[config.mk]
export PLATFORM = sky130hd
export DESIGN_NAME = gpif_bus_master_flat
export DESIGN_NICKNAME = d
export VERILOG_FILES = /design/src/design/slave_fifo_pkg.sv /design/src/design/gpif_ep_if.sv /design/src/design/gpif_bus_master.sv /design/src/flat_wrapper.sv
export SDC_FILE = /design/constraint.sdc
export NUM_CORES = 1
export LEC_CHECK = 0
export ABC_AREA = 1
export BUFFER_PORTS_ARGS = -buffer_cell sky130_fd_sc_hd__buf_2
export CAP_MARGIN = 10
export CORE_UTILIZATION = 39
export DETAILED_ROUTE_END_ITERATION = 8
export GPL_ROUTABILITY_DRIVEN = 0
export PLACE_DENSITY = 0.75
export SLEW_MARGIN = 20
export SYNTH_ARGS = -nofsm -noshare
export SYNTH_HDL_FRONTEND = slang
export SYNTH_SLANG_ARGS = --single-unit
[constraint.sdc]
create_clock -name gpif_clk -period 2.15 [get_ports gpif_clk]
set_input_delay 0.3225 -clock gpif_clk [delete_from_list [all_inputs] [get_ports gpif_clk]]
set_output_delay 0.3225 -clock gpif_clk [all_outputs]
set_load 0.01 [all_outputs]
[src/design/slave_fifo_pkg.sv]
`default_nettype none

package slave_fifo_pkg;

   //////////////////////////////////////////////////
   // widths and depths

   // one 16 bit line on the chip bus
   localparam int LINE_W = 16;
   // ctrl word carries the line plus start and end marks
   localparam int CTRL_W = 18;
   // cap on a data burst so rx and tx share the bus fairly
   localparam int DATA_BURST_LINES = 256;
   // every host command packet is this many lines
   localparam int CTRL_PKT_LINES = 16;
   localparam int DATA_FIFO_DEPTH_LOG2 = 9;
   localparam int CTRL_FIFO_DEPTH_LOG2 = 5;
   // must hold DATA_BURST_LINES
   localparam int XFER_CNT_W = 10;

   //////////////////////////////////////////////////
   // encodings

   // fifoadr code of each chip endpoint
   typedef enum logic [1:0] {
      EP_DATA_TX = 2'b00,
      EP_CTRL_TX = 2'b01,
      EP_DATA_RX = 2'b10,
      EP_CTRL_RX = 2'b11
   } ep_addr_e;

   typedef enum logic [3:0] {
      ST_IDLE,
      ST_DATA_TX_OE,
      ST_DATA_TX,
      ST_CTRL_TX_OE,
      ST_CTRL_TX,
      ST_DATA_RX_ADR,
      ST_DATA_RX,
      ST_CTRL_RX_ADR,
      ST_CTRL_RX,
      ST_PKTEND_ADR,
      ST_PKTEND
   } gpif_state_e;

   // last direction that owned the bus for data
   typedef enum logic {
      HOG_RX = 1'b0,
      HOG_TX = 1'b1
   } bus_hog_e;

endpackage

`default_nettype wire
[src/design/gpif_ep_if.sv]
`timescale 1ns/10ps
`default_nettype none

interface gpif_ep_if;
   import slave_fifo_pkg::*;

   // data tx channel from host to fabric
   logic              dtx_room;
   logic              dtx_burst_ok;
   logic              dtx_wr;
   // ctrl tx channel for host commands
   logic              ctx_room;
   logic              ctx_wr;
   // line taken off the chip bus and shared by both tx channels
   logic [LINE_W-1:0] wr_line;

   // data rx channel from fabric to host
   logic              drx_avail;
   logic [LINE_W-1:0] drx_line;
   logic              drx_rd;
   // ctrl rx channel carrying responses with the end mark in bit 17
   logic              crx_avail;
   logic [CTRL_W-1:0] crx_word;
   logic              crx_rd;

   modport master (
      input  dtx_room, dtx_burst_ok, ctx_room,
      input  drx_avail, drx_line, crx_avail, crx_word,
      output dtx_wr, ctx_wr, wr_line, drx_rd, crx_rd
   );

   modport tx_side (
      output dtx_room, dtx_burst_ok, ctx_room,
      input  dtx_wr, ctx_wr, wr_line
   );

   modport rx_side (
      output drx_avail, drx_line, crx_avail, crx_word,
      input  drx_rd, crx_rd
   );

endinterface

`default_nettype wire

[src/design/gpif_bus_master.sv]
`timescale 1ns/10ps
`default_nettype none

module gpif_bus_master (
   input  logic                               gpif_clk,
   input  logic                               gpif_rst,
   input  logic [slave_fifo_pkg::LINE_W-1:0]  gpif_d_i,
   input  logic [3:0]                         gpif_ctl_i,
   input  logic                               dsp_rx_run_i,
   gpif_ep_if.master                          ep,
   output logic [slave_fifo_pkg::LINE_W-1:0]  gpif_d_o,
   output logic                               gpif_d_oe_o,
   output logic                               sloe_o,
   output logic                               slrd_o,
   output logic                               slwr_o,
   output logic                               pktend_o,
   output logic [1:0]                         fifoadr_o
);
   import slave_fifo_pkg::*;

   // chip flags after one register stage and turned active high
   logic ep2_empty;
   logic ep4_empty;
   logic ep6_full;
   logic ep8_full;

   gpif_state_e           state;
   logic [XFER_CNT_W-1:0] xfer_cnt;
   bus_hog_e              last_hog;
   // set by any data rx word, cleared by the zero length commit
   logic                  pktend_latch;

   logic     data_left;
   logic     dtx_fire;
   logic     ctx_fire;
   logic     drx_fire;
   logic     crx_fire;
   ep_addr_e ep_sel;

   always_ff @(posedge gpif_clk)
   begin
      if (gpif_rst)
      begin
         // treat chip as empty and full until the flags are sampled
         {ep8_full, ep6_full, ep4_empty, ep2_empty} <= 4'b1111;
      end
      else
      begin
         ep2_empty <= ~gpif_ctl_i[0];
         ep4_empty <= ~gpif_ctl_i[1];
         ep6_full  <= ~gpif_ctl_i[2];
         ep8_full  <= ~gpif_ctl_i[3];
      end
   end

   //////////////////////////////////////////////////
   // per cycle transfer qualifiers

   // data bursts stop at the fairness cap
   assign data_left = (xfer_cnt != XFER_CNT_W'(DATA_BURST_LINES));

   assign dtx_fire = (state == ST_DATA_TX) && !ep2_empty && ep.dtx_room && data_left;
   assign ctx_fire = (state == ST_CTRL_TX) && !ep4_empty && ep.ctx_room;
   assign drx_fire = (state == ST_DATA_RX) && !ep6_full && ep.drx_avail && data_left;
   assign crx_fire = (state == ST_CTRL_RX) && !ep8_full && ep.crx_avail;

   assign ep.dtx_wr  = dtx_fire;
   assign ep.ctx_wr  = ctx_fire;
   assign ep.drx_rd  = drx_fire;
   assign ep.crx_rd  = crx_fire;
   // the fifo write edge is the same edge the chip read strobe lands on
   assign ep.wr_line = gpif_d_i;

   //////////////////////////////////////////////////
   // bus master fsm

   always_ff @(posedge gpif_clk)
   begin
      if (gpif_rst)
      begin
         state        <= ST_IDLE;
         xfer_cnt     <= '0;
         last_hog     <= HOG_RX;
         pktend_latch <= 1'b0;
      end
      else
      begin
         if (state == ST_PKTEND)
            pktend_latch <= 1'b0;
         // a fresh word wins over the clear
         if (ep.drx_avail)
            pktend_latch <= 1'b1;

         case (state)
            ST_IDLE:
            begin
               xfer_cnt <= '0;
               // ctrl first, then data with the other direction preferred
               if (ep.ctx_room && !ep4_empty)
                  state <= ST_CTRL_TX_OE;
               else if (ep.crx_avail && !ep8_full)
                  state <= ST_CTRL_RX_ADR;
               else if (ep.dtx_room && ep.dtx_burst_ok && !ep2_empty && last_hog == HOG_RX)
                  state <= ST_DATA_TX_OE;
               else if (ep.drx_avail && !ep6_full && last_hog == HOG_TX)
                  state <= ST_DATA_RX_ADR;
               else if (ep.dtx_room && ep.dtx_burst_ok && !ep2_empty)
                  state <= ST_DATA_TX_OE;
               else if (ep.drx_avail && !ep6_full)
                  state <= ST_DATA_RX_ADR;
               else if (!ep.drx_avail && !dsp_rx_run_i && pktend_latch && !ep6_full)
                  state <= ST_PKTEND_ADR;
            end
            // sloe goes low one cycle ahead of slrd
            ST_DATA_TX_OE:
               state <= ST_DATA_TX;
            ST_CTRL_TX_OE:
               state <= ST_CTRL_TX;
            // fifoadr settles one cycle ahead of slwr
            ST_DATA_RX_ADR:
               state <= ST_DATA_RX;
            ST_CTRL_RX_ADR:
               state <= ST_CTRL_RX;
            ST_PKTEND_ADR:
               state <= ST_PKTEND;
            ST_DATA_TX:
            begin
               last_hog <= HOG_TX;
               if (dtx_fire)
                  xfer_cnt <= xfer_cnt + 1'b1;
               else
                  state <= ST_IDLE;
            end
            ST_DATA_RX:
            begin
               last_hog <= HOG_RX;
               if (drx_fire)
                  xfer_cnt <= xfer_cnt + 1'b1;
               else
                  state <= ST_IDLE;
            end
            ST_CTRL_TX:
            begin
               if (!ctx_fire)
                  state <= ST_IDLE;
            end
            ST_CTRL_RX:
            begin
               if (!crx_fire)
                  state <= ST_IDLE;
            end
            default:
               state <= ST_IDLE;
         endcase
      end
   end

   //////////////////////////////////////////////////
   // chip pins

   always_comb
   begin
      case (state)
         ST_CTRL_TX_OE, ST_CTRL_TX:
            ep_sel = EP_CTRL_TX;
         ST_DATA_RX_ADR, ST_DATA_RX, ST_PKTEND_ADR, ST_PKTEND:
            ep_sel = EP_DATA_RX;
         ST_CTRL_RX_ADR, ST_CTRL_RX:
            ep_sel = EP_CTRL_RX;
         default:
            ep_sel = EP_DATA_TX;
      endcase
   end

   assign fifoadr_o = ep_sel;

   // chip drives the bus only while sloe is low
   assign sloe_o = !(state == ST_DATA_TX_OE || state == ST_DATA_TX ||
                     state == ST_CTRL_TX_OE || state == ST_CTRL_TX);
   assign gpif_d_oe_o = sloe_o;

   assign slrd_o = !(dtx_fire || ctx_fire);
   assign slwr_o = !(drx_fire || crx_fire);

   // commit ctrl packet on its end word, or when responses run dry
   assign pktend_o = !((state == ST_CTRL_RX &&
                        ((crx_fire && ep.crx_word[CTRL_W-1]) || !ep.crx_avail)) ||
                       state == ST_PKTEND);

   assign gpif_d_o = (ep_sel == EP_CTRL_RX) ? ep.crx_word[LINE_W-1:0] : ep.drx_line;

   // bus turns one way per cycle
   a_rd_wr_excl: assert property (@(posedge gpif_clk) disable iff (gpif_rst)
      slrd_o || slwr_o);

   // strobes honor the flags that the buffer modules present
   a_strobe_flow: assert property (@(posedge gpif_clk) disable iff (gpif_rst)
      (!ep.dtx_wr || ep.dtx_room) && (!ep.ctx_wr || ep.ctx_room) &&
      (!ep.drx_rd || ep.drx_avail) && (!ep.crx_rd || ep.crx_avail));

endmodule

`default_nettype wire

[src/flat_wrapper.sv]
// flat-port wrapper written by rule: the top's interface ports become plain ports
module gpif_bus_master_flat import slave_fifo_pkg::*;
  (gpif_clk, gpif_rst, gpif_d_i, gpif_ctl_i, dsp_rx_run_i, gpif_d_o, gpif_d_oe_o, sloe_o, slrd_o, slwr_o, pktend_o, fifoadr_o, ep_dtx_room, ep_dtx_burst_ok, ep_ctx_room, ep_drx_avail, ep_drx_line, ep_crx_avail, ep_crx_word, ep_dtx_wr, ep_ctx_wr, ep_wr_line, ep_drx_rd, ep_crx_rd);
  gpif_ep_if ep_i ();
  input  logic gpif_clk;
  input  logic gpif_rst;
  input  logic [slave_fifo_pkg::LINE_W-1:0] gpif_d_i;
  input  logic [3:0] gpif_ctl_i;
  input  logic dsp_rx_run_i;
  output logic [slave_fifo_pkg::LINE_W-1:0] gpif_d_o;
  output logic gpif_d_oe_o;
  output logic sloe_o;
  output logic slrd_o;
  output logic slwr_o;
  output logic pktend_o;
  output logic [1:0] fifoadr_o;
  input wire logic [$bits(ep_i.dtx_room)-1:0] ep_dtx_room;
  input wire logic [$bits(ep_i.dtx_burst_ok)-1:0] ep_dtx_burst_ok;
  input wire logic [$bits(ep_i.ctx_room)-1:0] ep_ctx_room;
  input wire logic [$bits(ep_i.drx_avail)-1:0] ep_drx_avail;
  input wire logic [$bits(ep_i.drx_line)-1:0] ep_drx_line;
  input wire logic [$bits(ep_i.crx_avail)-1:0] ep_crx_avail;
  input wire logic [$bits(ep_i.crx_word)-1:0] ep_crx_word;
  output wire logic [$bits(ep_i.dtx_wr)-1:0] ep_dtx_wr;
  output wire logic [$bits(ep_i.ctx_wr)-1:0] ep_ctx_wr;
  output wire logic [$bits(ep_i.wr_line)-1:0] ep_wr_line;
  output wire logic [$bits(ep_i.drx_rd)-1:0] ep_drx_rd;
  output wire logic [$bits(ep_i.crx_rd)-1:0] ep_crx_rd;
  assign ep_i.dtx_room = ep_dtx_room;
  assign ep_i.dtx_burst_ok = ep_dtx_burst_ok;
  assign ep_i.ctx_room = ep_ctx_room;
  assign ep_i.drx_avail = ep_drx_avail;
  assign ep_i.drx_line = ep_drx_line;
  assign ep_i.crx_avail = ep_crx_avail;
  assign ep_i.crx_word = ep_crx_word;
  assign ep_dtx_wr = ep_i.dtx_wr;
  assign ep_ctx_wr = ep_i.ctx_wr;
  assign ep_wr_line = ep_i.wr_line;
  assign ep_drx_rd = ep_i.drx_rd;
  assign ep_crx_rd = ep_i.crx_rd;
  gpif_bus_master u_core (.gpif_clk(gpif_clk), .gpif_rst(gpif_rst), .gpif_d_i(gpif_d_i), .gpif_ctl_i(gpif_ctl_i), .dsp_rx_run_i(dsp_rx_run_i), .ep(ep_i), .gpif_d_o(gpif_d_o), .gpif_d_oe_o(gpif_d_oe_o), .sloe_o(sloe_o), .slrd_o(slrd_o), .slwr_o(slwr_o), .pktend_o(pktend_o), .fifoadr_o(fifoadr_o));
endmodule
==> metrics.csv <==
metric,value,unit
yosys.area_share.simple,0.346,
dp.cells,366,
post-route-period-util,0.949,
areaGrowthSynthToFinish,34.6,%
fp.dieArea,4570,um2
rows,23,
final-hold-violation-count,0,
status,"finished, final reports clean",
setup_viol,0,
clock-sinks,22,
switchingPower,1.01,mW
grt_first_pass_wirelength,6.19,mm
critical_path.max_stage_delay,0.36,ns
die_x,67.6,um
drc,0,
routed_wl,4.38,mm
path_max_fanout,5,
p_clk_frac,0.172,
p_int,1.29,mW
initial_utilization,0.414,
num_antenna_cells,0,
regArea,445,um2
grt_max_degree,17,
hold_path_class,input pin to register,
synth_compound_area_frac,0.0656,
synth_area,1680,um2
dp_hpwl,3.42,mm
wl_per_cell,11.8,um
viasPerCell,4.79,
max_slew_margin,0.559,
power_density,1010,nW/um2
muxShareOfSynthArea,0.107,
cts_buffer_depth,2,
synth_top_family_by_area,simple AND/OR/NAND/NOR gates,
coreArea,4060,um2
die_y,67.6,um
rsz0062_at_grt,yes,
finClkSkew,0.00227,ns
syn_nets,316,
cts_buffers,3,
cts_hold_buf,0,
place_ws,-0.0138,ns
fillerInstances,383,
cp-start-kind,register,
critPathBufInv,2,
stdcell_count,372,
synthXorXnorAreaFrac,0.0156,
grt_usage,0.179,
cts_tree,yes,
ys_types,27,
cap_viol_max_count,0,
vdd_ir_drop_max,0.000394,V
drv_slew,0,
crit_required,2.32,ns
ys_warn_count,0,
layout-drive-gt1-share,0.460,
vias,1782,
tightest_slew,0.659,ns
crit_family,simple AND/OR/NAND/NOR gates,
power_leakage,1.12,nW
crit_chain,"inv_2, nand2_1, nor2_2, nand3b_1, nor2_4, nor2_4, nand2_4, nand2_2, a21oi_2, inv_1, ha_4, nand4_1, nand3_1, nand2_1",
h-tree-depth,1,
final_core_util,0.557,
path_class,register to register,
synthCells,249,
clk_latency,0.27,ns
p_comb_frac,0.591,
dr.pass1.iters,4,
ys_ff_latch,22,
swShare,0.439,
grt_remaining_overflow,0,
end_kind,register,
drt_iter0_drc,118,
seq_area_frac_synth,0.262,
port_buffers,71,
final_nets,390,
ios,105,
cts-root-buf,clkbuf_8,
period_needed,2.04,ns
cts.clk_slew.worst_paths,0.08,ns
fmax,0.490,GHz
seqPwrFrac,0.237,
antenna_found_initial,0,
synth_fa_ha_area_frac,0.0373,
worstPathArrival,2.21,ns
first_global_vias,1438,
syn_avg_cell_area,6.74,um2
worst_slack,0.110,ns
multi_input_area,1050,um2
drtAntennaViolNets,0,
crit_slowest_cell,dfxtp_2,
## synth_stat cells
cell type | n | area share
a21oi_2 | 1 | 0.0052
a22oi_1 | 1 | 0.0045
nand3_1 | 19 | 0.057
nor2_1 | 29 | 0.065
nand2_4 | 1 | 0.0067
nor2_2 | 4 | 0.015
buf_4 | 17 | 0.076
mux2_2 | 16 | 0.11
a21oi_1 | 13 | 0.039
clkbuf_1 | 2 | 0.0045
xor2_1 | 3 | 0.016
o22ai_1 | 1 | 0.0037
o211ai_1 | 1 | 0.0045
nand3_2 | 1 | 0.0060
nor2_4 | 1 | 0.0067
ha_1 | 5 | 0.037
nor3_1 | 9 | 0.027
nor3b_1 | 1 | 0.0045
nand4_1 | 5 | 0.019
nand3b_1 | 1 | 0.0045
dfxtp_1 | 22 | 0.26
inv_1 | 33 | 0.074
inv_2 | 5 | 0.011
nand2_1 | 49 | 0.11
o21ai_0 | 3 | 0.0089
nand2_2 | 4 | 0.015
nor3_2 | 2 | 0.012
## logic make-up after synthesis
group                    Yosys count
XOR/XNOR                           3
AO/OA/AOI/OAI                     20
adder cells (fa/ha/maj)            5
AND/OR/NAND/NOR                  126
flip-flops                        22
buffers and inverters             57
multiplexers                      16
## per-layer routing
| metal | part of all wire | global-route usage | vias to the layer above |
|---|---|---|---|
| met1 | 0.46 | 0.247 | 792 |
| met2 | 0.47 | 0.274 | 48 |
| met5 | 0 | 0 | - |
| met4 | 0.016 | 0.0559 | 0 |
| met3 | 0.047 | 0.0355 | 12 |
| li1 | - | - | 930 |
## worst paths after layout
kind | start | end | slack (ns) | cells after the start
setup / recovery | u_core.state[3] | u_core.fifoadr_o[0] | 0.11 | 14
hold / removal | gpif_ctl_i[1] | u_core.ep4_empty | 0.20 | 2
setup reg to reg | u_core.state[3] | u_core.fifoadr_o[0] | 0.11 | 14
hold reg to reg | u_core.last_hog | u_core.last_hog | 0.47 | 2
## registers in the layout (all words and copies together), names as in the netlist
register and cells:
u_core.ep2_empty 1, u_core.state 4, u_core.xfer_cnt 10, u_core.pktend_latch 1, u_core.fifoadr_o 2, u_core.last_hog 1
u_core.ep6_full 1, u_core.ep4_empty 1, u_core.ep8_full 1
## what timing repair did
action,4_1_cts,5_1_grt
resized for setup,1,28
cloned,0,0
pin swaps,0,15
setup endpoints to repair,1,3
buffers inserted,0,2
## layout make-up
class,instances,area share
Multi-Input combinational cell,170,0.467
Timing Repair Buffer,88,0.214
Sequential cell,22,0.197
Inverter,38,0.0631
Tap cell,50,0.0277
Clock buffer,3,0.0183
Clock inverter,1,0.0133
## cell usage in the layout, fill, tap and decap left out
master,count
nand2_4,2
bufinv_16,1
a21oi_2,1
nor3_4,1
o22ai_1,1
dfxtp_2,4
dfxtp_1,18
nor3_2,2
nand3_1,18
nor2_1,24
a21oi_1,13
nand2_1,45
buf_2,71
nor2_4,6
inv_2,9
nor3b_1,1
clkbuf_8,3
nand2_2,7
ha_1,3
nor3_1,8
mux2_2,16
a22oi_1,1
xor2_1,3
nand4_1,5
ha_4,2
nand3b_1,1
inv_1,29
nor2_2,4
nand3_2,2
o211ai_1,1
o21ai_0,3
buf_4,17
## worst reg2reg max path, cell delays in order, from the launching register on
cell and delay [ns]:
dfxtp_2 0.36, inv_2 0.09, nand2_1 0.10, nor2_2 0.15
nand3b_1 0.14, nor2_4 0.16, nor2_4 0.06, nand2_4 0.11
nand2_2 0.08, a21oi_2 0.16, inv_1 0.10, ha_4 0.27
nand4_1 0.06, nand3_1 0.08, nand2_1 0.05
## per-stage QoR
stage	setup TNS, ns	total power, mW	instance area, um2	hold slack, ns
after floorplan	0	1.36	1680	0.392
after global placement	0	1.73	2070	0.453
after detailed placement	-0.0138	1.74	2070	0.456
after CTS	0	2.15	2150	0.200
after global routing	-0.0564	2.49	2260	0.198
final	0	2.29	2260	0.203
## power groups by stage
stage / combinational, mW / clock (mW) / sequential (mW)
after floorplan: 0.827 / 0 / 0.538
after global placement: 1.20 / 0 / 0.534
after detailed placement: 1.20 / 0 / 0.538
after CTS: 1.22 / 0.403 / 0.528
after global routing: 1.52 / 0.423 / 0.552
final: 1.35 / 0.395 / 0.544
No activity file was read; power rests on OpenSTA's default activity.
